### config.mk
export PLATFORM = sky130hd
export DESIGN_NAME = eth_udp_link
export DESIGN_NICKNAME = d
export VERILOG_FILES = /design/src/hdl/eth_pkg.sv /design/src/hdl/frame_if.sv /design/src/hdl/eth_udp_link.sv /design/src/hdl/rx_result.sv /design/src/hdl/gmii_rx_parser.sv /design/src/hdl/udp_frame_tx.sv /design/src/hdl/byte_fifo.sv
export SDC_FILE = /design/constraint.sdc
export NUM_CORES = 1
export LEC_CHECK = 0
export BUFFER_PORTS_ARGS = -buffer_cell sky130_fd_sc_hd__buf_2
export CELL_PAD_IN_SITES_DETAIL_PLACEMENT = 0
export CELL_PAD_IN_SITES_GLOBAL_PLACEMENT = 1
export CORE_ASPECT_RATIO = 0.7
export CORE_UTILIZATION = 48
export CTS_BUF_LIST = sky130_fd_sc_hd__clkbuf_8 sky130_fd_sc_hd__clkbuf_16
export CTS_CLUSTER_DIAMETER = 40
export DETAILED_ROUTE_END_ITERATION = 10
export PLACE_DENSITY = 0.76
export SETUP_SLACK_MARGIN = 0.05
export SLEW_MARGIN = 20
export SYNTH_ARGS = -nofsm -noshare
export SYNTH_HDL_FRONTEND = slang
export SYNTH_SLANG_ARGS = --single-unit
### constraint.sdc
create_clock -name clk -period 4.35 [get_ports clk]
set_input_delay 0.6525 -clock clk [delete_from_list [all_inputs] [get_ports clk]]
set_output_delay 0.6525 -clock clk [all_outputs]
set_load 0.02 [all_outputs]
### src/hdl/eth_pkg.sv
package eth_pkg;

    typedef logic [7:0]  byte_t;
    typedef logic [15:0] len_t;

    localparam byte_t PREAMBLE_BYTE = 8'h55;
    localparam byte_t SFD_BYTE      = 8'hD5;
    localparam int    PREAMBLE_LEN  = 7;
    localparam int    MAX_PAYLOAD   = 64;   // Also the FIFO depth
    localparam int    FIFO_AW       = 6;

    typedef enum logic [3:0] {
        TX_IDLE,
        TX_LOAD,
        TX_PRE,
        TX_SFD,
        TX_LEN_HI,
        TX_LEN_LO,
        TX_DATA,
        TX_CHK,
        TX_DONE
    } tx_state_t;

    typedef enum logic [2:0] {
        RX_IDLE,
        RX_PRE,
        RX_LEN_HI,
        RX_LEN_LO,
        RX_DATA,
        RX_CHK,
        RX_DROP
    } rx_state_t;

endpackage
### src/hdl/frame_if.sv
`timescale 1ns/10ps

interface frame_if import eth_pkg::*; ();

    logic  sof;       // Header done, len valid
    len_t  len;
    logic  data_en;
    byte_t data;
    logic  eof;       // Check byte seen or early end
    logic  chk_ok;

    modport src (
        output sof, len, data_en, data, eof, chk_ok
    );

    modport dst (
        input sof, len, data_en, data, eof, chk_ok
    );

endinterface

### src/hdl/eth_udp_link.sv
`timescale 1ns/10ps

module eth_udp_link import eth_pkg::*; (
    input  logic  clk,
    input  logic  rst,
    input  logic  fifo_wr_en,
    input  byte_t fifo_wr_data,
    input  logic  fs_send,
    input  len_t  tx_dlen,
    input  logic  e_rxdv,
    input  byte_t e_rxd,
    output logic  fifo_full,
    output logic  fd_send,
    output logic  e_txen,
    output byte_t e_txd,
    output logic  fs_recv,
    output len_t  rx_dlen,
    output logic  rx_err,
    output logic  rx_data_en,
    output byte_t rx_data
);

    logic             fifo_rd_en;
    byte_t            fifo_dout;
    logic [FIFO_AW:0] fifo_level;

    frame_if fr_if ();

    byte_fifo u_fifo (
        .clk   (clk),
        .rst   (rst),
        .wr_en (fifo_wr_en),
        .din   (fifo_wr_data),
        .rd_en (fifo_rd_en),
        .dout  (fifo_dout),
        .full  (fifo_full),
        .level (fifo_level)
    );

    udp_frame_tx u_tx (
        .clk        (clk),
        .rst        (rst),
        .fs_send    (fs_send),
        .tx_dlen    (tx_dlen),
        .fifo_dout  (fifo_dout),
        .fifo_level (fifo_level),
        .fifo_rd_en (fifo_rd_en),
        .e_txen     (e_txen),
        .e_txd      (e_txd),
        .fd_send    (fd_send)
    );

    gmii_rx_parser u_rx (
        .clk    (clk),
        .rst    (rst),
        .e_rxdv (e_rxdv),
        .e_rxd  (e_rxd),
        .fr     (fr_if)
    );

    rx_result u_res (
        .clk        (clk),
        .rst        (rst),
        .fr         (fr_if),
        .rx_data_en (rx_data_en),
        .rx_data    (rx_data),
        .fs_recv    (fs_recv),
        .rx_dlen    (rx_dlen),
        .rx_err     (rx_err)
    );

endmodule

### src/hdl/rx_result.sv
`timescale 1ns/10ps

module rx_result import eth_pkg::*; (
    input  logic  clk,
    input  logic  rst,
    frame_if.dst  fr,
    output logic  rx_data_en,
    output byte_t rx_data,
    output logic  fs_recv,
    output len_t  rx_dlen,
    output logic  rx_err
);

    len_t cnt;        // Delivered payload bytes
    logic in_frame;

    always_ff @(posedge clk or posedge rst) begin
        if (rst) begin
            rx_data_en <= 1'b0;
            fs_recv    <= 1'b0;
            rx_err     <= 1'b0;
            cnt        <= '0;
            in_frame   <= 1'b0;
        end else begin
            rx_data_en <= fr.data_en;
            fs_recv    <= fr.eof;
            if (fr.sof) begin
                cnt      <= '0;
                in_frame <= 1'b1;
            end else if (fr.data_en) begin
                cnt <= cnt + 1'b1;
            end
            if (fr.eof) begin
                in_frame <= 1'b0;
                rx_err   <= (cnt != fr.len) || !fr.chk_ok;
            end
        end
    end

    always_ff @(posedge clk) begin
        rx_data <= fr.data;
        if (fr.eof) rx_dlen <= fr.len;   // Header length, held
    end

    a_data_in_frame: assert property (@(posedge clk) disable iff (rst)
        fr.data_en |-> in_frame);

endmodule

### src/hdl/gmii_rx_parser.sv
`timescale 1ns/10ps

module gmii_rx_parser import eth_pkg::*; (
    input  logic  clk,
    input  logic  rst,
    input  logic  e_rxdv,
    input  byte_t e_rxd,
    frame_if.src  fr
);

    rx_state_t state;
    byte_t     len_hi;
    len_t      len_rx;
    len_t      cnt;
    byte_t     sum;

    assign len_rx = {len_hi, e_rxd};

    always_ff @(posedge clk or posedge rst) begin
        if (rst) begin
            state      <= RX_IDLE;
            cnt        <= '0;
            fr.sof     <= 1'b0;
            fr.data_en <= 1'b0;
            fr.eof     <= 1'b0;
        end else begin
            fr.sof     <= 1'b0;
            fr.data_en <= 1'b0;
            fr.eof     <= 1'b0;
            if (!e_rxdv) begin
                fr.eof <= (state == RX_DATA) || (state == RX_CHK);   // Truncated frame
                state  <= RX_IDLE;
            end else begin
                case (state)
                    RX_IDLE: state <= (e_rxd == PREAMBLE_BYTE) ? RX_PRE : RX_DROP;
                    RX_PRE: begin
                        if (e_rxd == SFD_BYTE) state <= RX_LEN_HI;
                        else if (e_rxd != PREAMBLE_BYTE) state <= RX_DROP;
                    end
                    RX_LEN_HI: state <= RX_LEN_LO;
                    RX_LEN_LO: begin
                        cnt <= '0;
                        if (len_rx > len_t'(MAX_PAYLOAD)) begin
                            state <= RX_DROP;
                        end else begin
                            fr.sof <= 1'b1;
                            state  <= (len_rx == '0) ? RX_CHK : RX_DATA;
                        end
                    end
                    RX_DATA: begin
                        fr.data_en <= 1'b1;
                        cnt        <= cnt + 1'b1;
                        if (cnt == fr.len - 1'b1) state <= RX_CHK;
                    end
                    RX_CHK: begin
                        fr.eof <= 1'b1;
                        state  <= RX_IDLE;
                    end
                    RX_DROP: state <= RX_DROP;   // Until e_rxdv falls
                    default: state <= RX_IDLE;
                endcase
            end
        end
    end

    always_ff @(posedge clk) begin
        fr.data <= e_rxd;
        if (state == RX_LEN_HI) len_hi <= e_rxd;
        if (state == RX_LEN_LO) begin
            fr.len <= len_rx;
            sum    <= '0;
        end else if (state == RX_DATA) begin
            sum <= sum + e_rxd;
        end
        if (state == RX_DATA || state == RX_CHK) begin
            fr.chk_ok <= e_rxdv && (state == RX_CHK) && (e_rxd == sum);
        end
    end

endmodule

### src/hdl/udp_frame_tx.sv
`timescale 1ns/10ps

module udp_frame_tx import eth_pkg::*; (
    input  logic             clk,
    input  logic             rst,
    input  logic             fs_send,
    input  len_t             tx_dlen,
    input  byte_t            fifo_dout,
    input  logic [FIFO_AW:0] fifo_level,
    output logic             fifo_rd_en,
    output logic             e_txen,
    output byte_t            e_txd,
    output logic             fd_send
);

    tx_state_t state;
    len_t      cnt;
    len_t      dlen;
    byte_t     chk;
    logic      last_pre;
    logic      last_data;

    assign last_pre  = (cnt == len_t'(PREAMBLE_LEN - 1));
    assign last_data = (cnt == dlen - 1'b1);

    always_ff @(posedge clk or posedge rst) begin
        if (rst) begin
            state <= TX_IDLE;
            cnt   <= '0;
        end else begin
            cnt <= '0;
            case (state)
                TX_IDLE: if (fs_send) state <= TX_LOAD;
                TX_LOAD: if (len_t'(fifo_level) >= dlen) state <= TX_PRE;   // Wait for payload
                TX_PRE: begin
                    cnt <= cnt + 1'b1;
                    if (last_pre) state <= TX_SFD;
                end
                TX_SFD:    state <= TX_LEN_HI;
                TX_LEN_HI: state <= TX_LEN_LO;
                TX_LEN_LO: state <= (dlen == '0) ? TX_CHK : TX_DATA;
                TX_DATA: begin
                    cnt <= cnt + 1'b1;
                    if (last_data) state <= TX_CHK;
                end
                TX_CHK:  state <= TX_DONE;
                TX_DONE: state <= TX_IDLE;
                default: state <= TX_IDLE;
            endcase
        end
    end

    always_ff @(posedge clk) begin
        if (state == TX_IDLE && fs_send) dlen <= tx_dlen;
        if (state == TX_LOAD) chk <= '0;
        else if (state == TX_DATA) chk <= chk + fifo_dout;   // Running sum mod 256
    end

    assign fifo_rd_en = (state == TX_DATA);
    assign fd_send    = (state == TX_DONE);
    assign e_txen     = state inside {TX_PRE, TX_SFD, TX_LEN_HI, TX_LEN_LO, TX_DATA, TX_CHK};

    always_comb begin
        case (state)
            TX_PRE:    e_txd = PREAMBLE_BYTE;
            TX_SFD:    e_txd = SFD_BYTE;
            TX_LEN_HI: e_txd = dlen[15:8];
            TX_LEN_LO: e_txd = dlen[7:0];
            TX_DATA:   e_txd = fifo_dout;
            TX_CHK:    e_txd = chk;
            default:   e_txd = 8'h00;
        endcase
    end

    // LOAD must have left enough bytes for every pop
    a_rd_in_data: assert property (@(posedge clk) disable iff (rst)
        fifo_rd_en |-> (fifo_level != '0));

endmodule

### src/hdl/byte_fifo.sv
`timescale 1ns/10ps

module byte_fifo import eth_pkg::*; (
    input  logic             clk,
    input  logic             rst,
    input  logic             wr_en,
    input  byte_t            din,
    input  logic             rd_en,
    output byte_t            dout,
    output logic             full,
    output logic [FIFO_AW:0] level
);

    byte_t              mem [MAX_PAYLOAD];
    logic [FIFO_AW-1:0] wr_ptr;
    logic [FIFO_AW-1:0] rd_ptr;
    logic               do_wr;
    logic               do_rd;

    assign full  = (level == (FIFO_AW + 1)'(MAX_PAYLOAD));
    assign do_wr = wr_en && !full;
    assign do_rd = rd_en && (level != '0);
    assign dout  = mem[rd_ptr];   // Show-ahead

    always_ff @(posedge clk) begin
        if (do_wr) mem[wr_ptr] <= din;
    end

    always_ff @(posedge clk or posedge rst) begin
        if (rst) begin
            wr_ptr <= '0;
            rd_ptr <= '0;
            level  <= '0;
        end else begin
            if (do_wr) wr_ptr <= wr_ptr + 1'b1;
            if (do_rd) rd_ptr <= rd_ptr + 1'b1;
            case ({do_wr, do_rd})
                2'b10:   level <= level + 1'b1;
                2'b01:   level <= level - 1'b1;
                default: level <= level;
            endcase
        end
    end

    a_level_bound: assert property (@(posedge clk) disable iff (rst)
        level <= (FIFO_AW + 1)'(MAX_PAYLOAD));

endmodule

# Word-level counts from Yosys, hierarchy flattened
# Memories as Yosys holds them, arrays and structs flattened.
# Cells that the tools add are included.
# word_totals
ff_bits,169
mem_bits_rw,512
memories,1
wordCells,119
# op_classes
n_eq_ne,31
reduce_logical,22
n_addsub,11
muxes,29
n_lt_le_gt_ge,2
# mem_list
memory,depth,word_bits,rd,rd_clocked_by_memory_dff,wr,line_no,text
u_fifo.mem,64,8,1,0,1,byte_fifo.sv:14,byte_t mem [MAX_PAYLOAD];
# op_table
op,count
adder 16 x 1 -> 16 bit (second input constant),3
two-way mux 16 bit,3
case mux 8 bit (6 select lines),1
== test 16 bit,2
logical NOT 16 bit,2
case mux 16 bit (2 select lines),1
case mux 4 bit (8 select lines),1
subtractor 16 x 1 -> 16 bit (second input constant),2
two-way mux 3 bit,6
case mux 3 bit (6 select lines),1
adder 8 bit,2
== test 16 x 3 -> 1 bit (second input constant),1
== test 4 x 3 -> 1 bit (second input constant),4
>= comparator 7 x 16 -> 1 bit,1
greater-than comparator 16 x 7 -> 1 bit (second input constant),1
two-way mux 4 bit,4
inequality test 16 bit,1
case mux 7 bit (2 select lines),1
adder 6 x 1 -> 6 bit (second input constant),2
two-way mux 1 bit,11
== test 3 bit (second input constant),3
== test 4 x 2 -> 1 bit (second input constant),2
== test 8 x 7 -> 1 bit (second input constant),1
== test 8 bit,1
26 further kinds,38

# Longest topological paths before layout
# Gate-level depths: netlist of the first run.
# logic_depth
ltp_word,5
mapped_depth,16
ltp_nobuf,15

# Modules after synthesis
# A second synthesis of the first run with hierarchy kept.
# hier_totals
cells_unflattened,1790
area_unflattened_um2,28876.4
# by_module_without_submodules
mod,n_inst,cells_per_inst,area_each_um2
byte_fifo,1,1012,20863.8
gmii_rx_parser,1,306,3159.3
udp_frame_tx,1,340,3093.0
rx_result,1,132,1760.4

# Worst setup path after synthesis of the first run
# OpenSTA, ideal clock, no wires.
# synth_path
path_kind,reg2reg
from,register u_fifo.rd_ptr[0]
to,register u_tx.chk[7]
arrival_time_ps,4059
stages_incl_launch_ff,16
setup_slack_ps,221
path_buffers,3
cell_sequence,dfrtp_1 -> buf_6 -> buf_6 -> buf_4 -> mux4_2 -> mux4_2 -> mux4_2 -> ha_1 -> a21o_1 -> a21oi_1 -> nor2b_1 -> o21a_1 -> o41a_1 -> xnor2_1 -> or3_1 -> a21oi_1
# synth_between
elab_chain_len,2
# synth_lines
element,line_no,text
"start, declared",byte_fifo.sv:16,logic [FIFO_AW-1:0] rd_ptr;
"start signal, assigned",byte_fifo.sv:36,if (do_rd) rd_ptr <= rd_ptr + 1'b1;
memory (64 x 8 bit),--,
adder 8 bit,udp_frame_tx.sv:56,else if (state == TX_DATA) chk <= chk + fifo_dout;
"end signal, assigned",udp_frame_tx.sv:56,
"end, declared",udp_frame_tx.sv:19,byte_t chk;
# No other way between the ends.
# A chain may end at the register's enable or synchronous reset.

# Final worst setup path of the first run
# layout_path
from,register u_fifo.rd_ptr[0]
to,output port e_txd[2]
# layout_between
elab_chain_len,2
# layout_lines
element,line_no,text
memory (64 x 8 bit),--,
case mux 8 bit (6 select lines),udp_frame_tx.sv:64,case (state)
"end, declared",eth_udp_link.sv:15,"output byte_t e_txd,"
# No other way between the ends.

==> results of run 1 <==
## layer usage
metal / GRT usage / vias to the layer above
met5: 0 / -
met4: 0.0454 / 0
li1: - / 7027
met1: 0.356 / 8263
met2: 0.314 / 709
met3: 0.0614 / 74
## Yosys cell counts (35+ instances only)
cell type	number	area share
a21oi_1	49	0.0086
clkbuf_1	49	0.0064
dfrtp_1	80	0.070
edfxtp_1	569	0.60
ha_1	35	0.015
inv_1	38	0.0050
mux4_2	159	0.13
nand2_1	100	0.013
nor2_1	167	0.022
o21ai_0	39	0.0068
xnor2_1	68	0.021
xor2_1	45	0.014
## repair_timing
| action | CTS | global route |
|---|---|---|
| buffers inserted | 3 | 10 |
| cloned | 2 | 2 |
| setup endpoints to repair | 4 | 7 |
| gates resized for setup | 3 | 15 |
## final timing paths
check                      depth (start not counted)                    startpoint                  endpoint  slack [ns]
max                                                8  u_fifo.rd_ptr[0]$_DFFE_PP0P_                  e_txd[2]        0.11
min reg2reg                                        0       u_rx.fr.data[0]$_DFF_P_  u_res.rx_data[0]$_DFF_P_        0.33
min                                                2                           rst   u_res.fs_recv$_DFF_PP0_         0.1
max in group asynchronous                          3                           rst  u_res.cnt[8]$_DFFE_PP0P_        3.49
max reg2reg                                       14  u_fifo.rd_ptr[0]$_DFFE_PP0P_  u_tx.chk[7]$_SDFFE_PN0P_        0.13
min in group clk                                   1                    tx_dlen[8]    u_tx.dlen[8]$_DFFE_PP_        0.21
## state kept, by name, indices dropped and copies added, names as in the netlist, 6 cells and up
name and count:
u_fifo.rd_ptr 6, u_tx.dlen 16, u_rx.cnt 16, u_rx.len_hi 8
u_rx.sum 8, u_fifo.mem 512, u_fifo.wr_ptr 6, u_res.cnt 16
u_tx.cnt 16, u_rx.fr.len 16, u_fifo.level 7, u_res.rx_data 8
u_tx.chk 8, u_res.rx_dlen 16, u_rx.fr.data 8
## worst register-to-register path, cell delays in order, from the launching register on
cell and delay (ns):
dfrtp_4 0.47, buf_4 0.15, buf_12 0.15, mux4_2 0.51
mux4_2 0.54, mux4_2 0.54, ha_1 0.31, a21o_1 0.17
a21oi_2 0.16, nor2b_1 0.06, o21a_1 0.19, o41a_1 0.33
xnor2_1 0.14, or3_1 0.31, a21oi_1 0.12
## cells by family after synthesis
group,synth area share
AOI/OAI and AO/OA,0.0372
xor gates and xnor gates,0.0346
adders and majority gates,0.0174
buffers and inverters,0.0184
DFF,0.689
muxes,0.133
and+or+nand+nor,0.0699
## cell type report
type | instances | area, um^2 | share of cell area
flip-flops and latches | 681 | 19700 | 0.598
diodes | 1 | 2.50 | 0.0000758
clock inverters | 62 | 689 | 0.0209
repair buffers | 134 | 1060 | 0.0321
clock buffers | 79 | 1970 | 0.0595
inverters | 38 | 148 | 0.00447
multi-input cells | 928 | 8420 | 0.255
well taps | 798 | 998 | 0.0302
## power by group
group	switching (uW)	internal, uW
Clock	2740	3960
Combinational	2840	2640
Sequential	466	7520
Total	6040	14100
## per-stage QoR
step,instance area [um^2],total power [uW],hold WS (ns),utilization
final,33000,20200,0.0987,0.563
after global routing,33000,21000,0.109,0.563
after CTS,32800,20000,0.0957,0.560
after detailed placement,30100,13200,0.315,0.513
after global placement,30100,13100,0.311,0.513
after floorplan,28600,11500,0.310,-
==> flow_summary.toml, run 1 <==
[route]
top_layer = "met4"
route.met3.wl_um = 6270
dr.first_iter.drc_count = 1861
antenna_left = 0
drc = 0
via_per_inst = 5.91
post_drt_wl_per_cell_um = 25.0
met1Wirelength_um = 31300
wl_met2_um = 29600
first_pass_iters = 7
vias = 16073
wl_um = 68000

[cts]
clock_path_buffers = 3
cts_sinks = 681
cts_tree = "done"
cts_made_buffers = 76
htreeDepth = 3
worst_skew_pair.late_latency_ns = 0.63
clockRootBuffer = "clkbuf_16"
cts_hold_buf = 0
clkSlewWorstSetupHoldPaths_ns = 0.06

[synthesis]
async_flop_share = 0.117
syn_nets = 1805
yosys_warnings = 0
ys_types = 69
ys_seq_elements = 681
syn_area_per_cell_um2 = 16.5
syn_area_mm2 = 0.0286
ys.flop_type = "edfxtp_1"
synth_edf_count = 569
synth_cells = 1730
yosysSeqAreaShare = 0.689

[setup_path]
worstPathArrival_ns = 3.59
worst-path-buf-inv = 3
crit_chain = "buf_6 -> bufbuf_16 -> mux4_2 -> mux4_2 -> mux4_2 -> nand2_1 -> o21ai_1 -> buf_2"
critPathRequiredTime_ns = 3.70
critical_path_peak_fanout = 11
cpLargestDelayFamily = "multiplexers"
max_stage_delay_ns = 0.55
crit_path_frequent_cell = "mux4_2"
worstSetupEndpointType = "primary output"
crit_type = "reg -> out"
start_kind = "register"
cp_slowest_cell = "mux4_2"

[finish]
nets = 1934
post_layout_nonfiller_instances = 2721
n_fill_cell = 4483
areaGrowthSynthToFinish_pct = 15.4
final_cell_mix = "edfxtp_1, nor2_1, mux4_2"
final_common_cell = "edfxtp_1"
drive_gt1_frac = 0.236

[global_route]
grt-ovfl-total = 0
grt_max_degree = 65
grt_use_total = 0.226
grt_pass1_vias = 15658
grt_pass1_wl_um = 100000
antenna_found_initial = 4

[timing]
min_period_ns = 4.24
fin_skew_ns = 0.0329
tightest_slew_ns = 1.10
tns_ns = 0
fin_crit_sh = 0.975
finalSetupViolations = 0
max_freq_mhz = 236
finalHoldViolations = 0
rsz0062_at_grt = "yes"
fin_ws_ns = 0.107
max-slew-margin-rel = 0.270
maxSlewViolCount = 0

[status]
status = "complete, no violations"

[floorplan]
die-width_um = 294
die_h_um = 206
fp.coreArea_mm2 = 0.0586
die_area_mm2 = 0.0606
start_util = 0.488
io_pins = 75
num_rows = 74

[run]
max_cap_violations = 0

[placement]
gp_congestion = 0.833
dp_slack_ns = 0.0723
dpl.hpwl_um = 44100
place.port_buffers = 74
dp_cells = 2562

[power_and_ir_drop]
max-vdd-ir-drop_uv = 404
cellPowerDensity_mw_per_mm2 = 611
p_leak_uw = 0.0113

[worst_hold_path]
hp-class = "in -> async"
No activity file was read; power rests on OpenSTA's default activity.
==> run 2: changes to the inputs <==
--- a/config.mk
+++ b/config.mk
@@ -9,11 +9,11 @@
 export CELL_PAD_IN_SITES_DETAIL_PLACEMENT = 0
 export CELL_PAD_IN_SITES_GLOBAL_PLACEMENT = 1
 export CORE_ASPECT_RATIO = 0.7
-export CORE_UTILIZATION = 48
+export CORE_UTILIZATION = 25
 export CTS_BUF_LIST = sky130_fd_sc_hd__clkbuf_8 sky130_fd_sc_hd__clkbuf_16
 export CTS_CLUSTER_DIAMETER = 40
 export DETAILED_ROUTE_END_ITERATION = 10
-export PLACE_DENSITY = 0.76
+export PLACE_DENSITY = 0.46
 export SETUP_SLACK_MARGIN = 0.05
 export SLEW_MARGIN = 20
 export SYNTH_ARGS = -nofsm -noshare
==> flow_summary.toml, run 2 (synthesis gave the netlist of run 1 again) <==
[global_route]
grt_use_total = 0.140
grt_pass1_wl_um = 117000
antenna_found_initial = 7
grt_max_degree = 65
grt-ovfl-total = 0
grt_pass1_vias = 16363

[setup_path]
critPathRequiredTime_ns = 3.70
crit_type = "reg -> out"
endpoint = "e_txd[4]"
worstSetupEndpointType = "primary output"
worstReg2RegStart = "u_fifo.rd_ptr[0]$_DFFE_PP0P_"
critical_path_peak_fanout = 7
start_kind = "register"
r2r_end = "u_tx.chk[7]$_SDFFE_PN0P_"
r2r_slack_ns = 0.09
rr_worst_depth = 14
max_stage_delay_ns = 0.64
cp_slowest_cell = "mux4_2"
worstPathArrival_ns = 3.66
crit_chain = "buf_12 -> buf_12 -> buf_12 -> buf_12 -> mux4_2 -> mux4_2 -> mux4_2 -> nand2_2 -> nand2_2 -> buf_6"
cp-startpoint = "u_fifo.rd_ptr[0]$_DFFE_PP0P_"
crit_path_frequent_cell = "buf_12"

[worst_hold_path]
hp-class = "in -> async"

[route]
wl_um = 80200
post_drt_wl_per_cell_um = 22.7
vias = 16201
wl_met2_um = 32800
first_pass_iters = 6
drc = 0
route.met3.wl_um = 4600
dr.first_iter.drc_count = 1460
via_per_inst = 4.58
met1Wirelength_um = 41600
top_layer = "met4"
antenna_left = 0

[status]
status = "complete, no violations"

[run]
max_cap_violations = 0

[timing]
max-slew-margin-rel = 0.280
max_freq_mhz = 232
finalSetupViolations = 0
tightest_slew_ns = 1.08
min_period_ns = 4.31
fin_skew_ns = 0.0274
rsz0062_at_grt = "yes"
fin_crit_sh = 0.992
maxSlewViolCount = 0
finalHoldViolations = 0

[cts]
cts_sinks = 681
clockRootBuffer = "clkbuf_16"
cts_tree = "done"
clock_path_buffers = 3
htreeDepth = 3
worst_skew_pair.late_latency_ns = 0.68
clkSlewWorstSetupHoldPaths_ns = 0.06
cts_made_buffers = 90

[floorplan]
die_area_mm2 = 0.116
die_h_um = 285
fp.coreArea_mm2 = 0.113
die-width_um = 406
io_pins = 75
start_util = 0.253
num_rows = 103

[finish]
final_common_cell = "edfxtp_1"
largest_reg_flops = 512
drive_gt1_frac = 0.283
regMostFlops = "u_fifo.mem"
final_cell_mix = "edfxtp_1, mux4_2, nor2_1"
final_util = 0.308
areaGrowthSynthToFinish_pct = 22.0
nets = 2008
post_layout_nonfiller_instances = 3534

[placement]
dp_cells = 3333
dpl.hpwl_um = 53900
gp_congestion = 0.792
place.port_buffers = 74

[power_and_ir_drop]
max-vdd-ir-drop_uv = 332
cellPowerDensity_mw_per_mm2 = 609
p_leak_uw = 0.0118
run 2: stage by stage:
step                      power, uW  setup TNS (ns)  cell area (um^2)  worst slack [ns]  hold slack (ns)
after global placement        13600               0             31400            0.0365            0.314
after floorplan               11500               0             28600             0.221            0.310
after CTS                     21300               0             34600            0.0158            0.104
after detailed placement      13700               0             31400            0.0930            0.312
final                         21300               0             34900            0.0355            0.117
after global routing          22300          -0.160             34900           -0.0620            0.126
run 2: worst max-delay path, delay by kind of cell (launching register included):
kind	cells	cell delay, ns
AND/OR/NAND/NOR	2	0.15
flip-flops	1	0.53
buffers and inverters	5	0.67
multiplexers	3	1.61
run 2: where the power goes:
part | switching (uW) | internal [uW] | total [uW]
Clock | 3070 | 4200 | 7270
Sequential | 398 | 7520 | 7920
Combinational | 3140 | 2930 | 6070
Total | 6610 | 14700 | 21300
run 2: cell type report:
type | instances | area [um^2]
diodes | 3 | 7.51
clock buffers | 93 | 2320
clock inverters | 75 | 639
well taps | 1522 | 1900
repair buffers | 194 | 1610
multi-input cells | 928 | 8540
flip-flops and latches | 681 | 19700
fillers | 11196 | 78300
inverters | 38 | 145
run 2: worst min-delay path by stage:
stage                                end  slack (ns)
2_1_floorplan   u_res.rx_data[0]$_DFF_P_        0.31
4_1_cts        u_res.cnt[12]$_DFFE_PP0P_        0.10
5_1_grt           u_tx.dlen[8]$_DFFE_PP_        0.13
3_3_place_gp    u_res.rx_data[7]$_DFF_P_        0.31
3_5_place_dp    u_res.rx_data[7]$_DFF_P_        0.31
6_report       u_res.cnt[15]$_DFFE_PP0P_        0.12
run 2: timing repair:
item / CTS / global route
endpoints found under the setup margin: 6 / 8
pin swaps: 4 / 6
resized for setup: 28 / 21
hold buffers: 0 / 0
setup buffers: 13 / 17
cloned: 2 / 0
run 2: routing by layer:
layer,track usage,vias up
li1,-,7182
met1,0.224,8525
met2,0.187,399
met3,0.0307,95
met4,0.0309,0
met5,0,-
==> run 3: changes to the inputs <==
--- a/config.mk
+++ b/config.mk
@@ -13,8 +13,9 @@
 export CTS_BUF_LIST = sky130_fd_sc_hd__clkbuf_8 sky130_fd_sc_hd__clkbuf_16
 export CTS_CLUSTER_DIAMETER = 40
 export DETAILED_ROUTE_END_ITERATION = 10
-export PLACE_DENSITY = 0.46
+export PLACE_DENSITY = 0.44
 export SETUP_SLACK_MARGIN = 0.05
+export SKIP_CTS_REPAIR_TIMING = 1
 export SLEW_MARGIN = 20
 export SYNTH_ARGS = -nofsm -noshare
 export SYNTH_HDL_FRONTEND = slang
==> constraint.sdc (replaced) <==
create_clock -name clk -period 4 [get_ports clk]
set_input_delay 0 -clock clk [delete_from_list [all_inputs] [get_ports clk]]
set_output_delay 0 -clock clk [all_outputs]
set_load 0.02 [all_outputs]
==> flow_summary.toml, run 3 (synthesis gave the netlist of run 1 again) <==
[setup_path]
crit_type = "reg -> reg"
r2r_end = "u_tx.chk[7]$_SDFFE_PN0P_"
cpLargestDelayFamily = "multiplexers"
cp-startpoint = "u_fifo.rd_ptr[0]$_DFFE_PP0P_"
start_kind = "register"
critical_path_peak_fanout = 6
worstSetupEndpointType = "register"
cp_slowest_cell = "mux4_2"
worst-path-buf-inv = 4
crit_path_frequent_cell = "mux4_2"
max_stage_delay_ns = 0.61
worstPathArrival_ns = 4.85
critPathRequiredTime_ns = 4.60
crit_chain = "buf_12 -> buf_16 -> buf_12 -> buf_4 -> mux4_2 -> mux4_2 -> mux4_2 -> ha_4 -> nor2b_1 -> o21a_1 -> o41a_1 -> xnor2_1 -> or3_1 -> a21oi_2"
rr_worst_depth = 14
worstReg2RegStart = "u_fifo.rd_ptr[0]$_DFFE_PP0P_"
r2r_slack_ns = -0.26

[timing]
fin_skew_ns = 0.0333
hold_slack_ns = -0.00474
maxSlewViolCount = 0
fin_crit_sh = 1.06
finalHoldViolations = 1
finalSetupViolations = 2
tightest_slew_ns = 1.05
rsz0062_at_grt = "yes"
max-slew-margin-rel = 0.300
fin_ws_ns = -0.255
min_period_ns = 4.26
max_freq_mhz = 235

[worst_hold_path]
hp-class = "in -> reg"
whs_path_depth = 2
hp-start = "fifo_wr_data[3]"
hold_end = "u_fifo.mem[35][3]$_DFFE_PP_"

[placement]
place.port_buffers = 74
placed_area_mm2 = 0.0317
dpl.hpwl_um = 55200
gp_congestion = 0.769
dp_cells = 3379

[finish]
multiInputGateArea_mm2 = 0.00848
regArea_mm2 = 0.0197
largest_reg_flops = 512
final_common_cell = "edfxtp_1"
final_cell_mix = "edfxtp_1, nor2_1, mux4_2"
n_fill_cell = 11124
post_layout_nonfiller_instances = 3614
nets = 2084
final_area_mm2 = 0.0356
regMostFlops = "u_fifo.mem"
drive_gt1_frac = 0.284
areaGrowthSynthToFinish_pct = 24.3
final_util = 0.314

[route]
first_pass_iters = 7
post_drt_wl_per_cell_um = 22.7
antenna_left = 0
dr.first_iter.drc_count = 1333
vias = 16511
via_per_inst = 4.57
drc = 0
wl_um = 82000

[cts]
cts_tree = "done"
clockRootBuffer = "clkbuf_16"
clock_path_buffers = 3
cts_made_buffers = 92
worst_skew_pair.late_latency_ns = 0.68
clkSlewWorstSetupHoldPaths_ns = 0.06
cts_sinks = 681
htreeDepth = 3

[global_route]
grt_max_degree = 65
grt_pass1_wl_um = 119000
grt_pass1_vias = 16755
antenna_found_initial = 2
grt-ovfl-total = 0
grt_use_total = 0.142

[floorplan]
die-width_um = 406
die_h_um = 285
num_rows = 103
start_util = 0.253
die_area_mm2 = 0.116
io_pins = 75
fp.coreArea_mm2 = 0.113

[status]
status = "complete, but fails checks"
violations = "negative hold slack, negative setup slack"

[power_and_ir_drop]
cellPowerDensity_mw_per_mm2 = 660
max-vdd-ir-drop_uv = 363
p_leak_uw = 0.0122
power_uw = 23500

[run]
max_cap_violations = 0
-- run 3: cell types whose count changed in the layout (fill, tap and decap cells not counted), sizes merged --
cell	delta
clkbuf	+5
inv	+9
diode	+1
dlygate4sd3	+31
buf	+40
bufinv	-1
clkinv	-6
clkinvlp	+1
-- run 3: report_power, final --
group          total (uW)  switching [uW]  internal (uW)
clock network        8130            3490           4630
logic                6740            3500           3240
registers            8610             427           8180
total               23500            7410          16100
-- run 3: routing by layer --
| layer | GRT usage | part of all wire |
|---|---|---|
| met1 | 0.221 | 0.51 |
| met2 | 0.196 | 0.42 |
| met3 | 0.0264 | 0.051 |
| met4 | 0.0411 | 0.023 |
| met5 | 0 | 0 |
-- run 3: how the worst max path moves through the flow --
stage                                          end  slack (ns)  depth (start not counted)
after floorplan           u_tx.chk[7]$_SDFFE_PN0P_        0.01                         15
after global placement    u_tx.chk[6]$_SDFFE_PN0P_       -0.34                         14
final                     u_tx.chk[7]$_SDFFE_PN0P_       -0.26                         14
after global routing      u_tx.chk[7]$_SDFFE_PN0P_       -0.31                         14
after CTS                 u_tx.chk[6]$_SDFFE_PN0P_       -0.34                         14
after detailed placement  u_tx.chk[6]$_SDFFE_PN0P_       -0.30                         14
-- run 3: area by class of cell --
class | count | share of cell area
sequential | 681 | 0.555
multi-input combinational | 928 | 0.238
clock buffer | 95 | 0.0662
timing repair buffer | 268 | 0.0619
tap | 1522 | 0.0535
clock inverter | 78 | 0.0209
inverter | 38 | 0.00408
antenna | 4 | 0.000281
-- run 3: metrics by stage --
step,setup TNS (ns),hold WS (ns),setup WS [ns]
5_1_grt,-0.529,0.0123,-0.310
3_3_place_gp,-0.748,0.178,-0.343
4_1_cts,-0.775,-0.586,-0.342
2_1_floorplan,0,0.0277,0.0115
3_5_place_dp,-0.666,0.178,-0.302
6_report,-0.315,-0.00474,-0.255
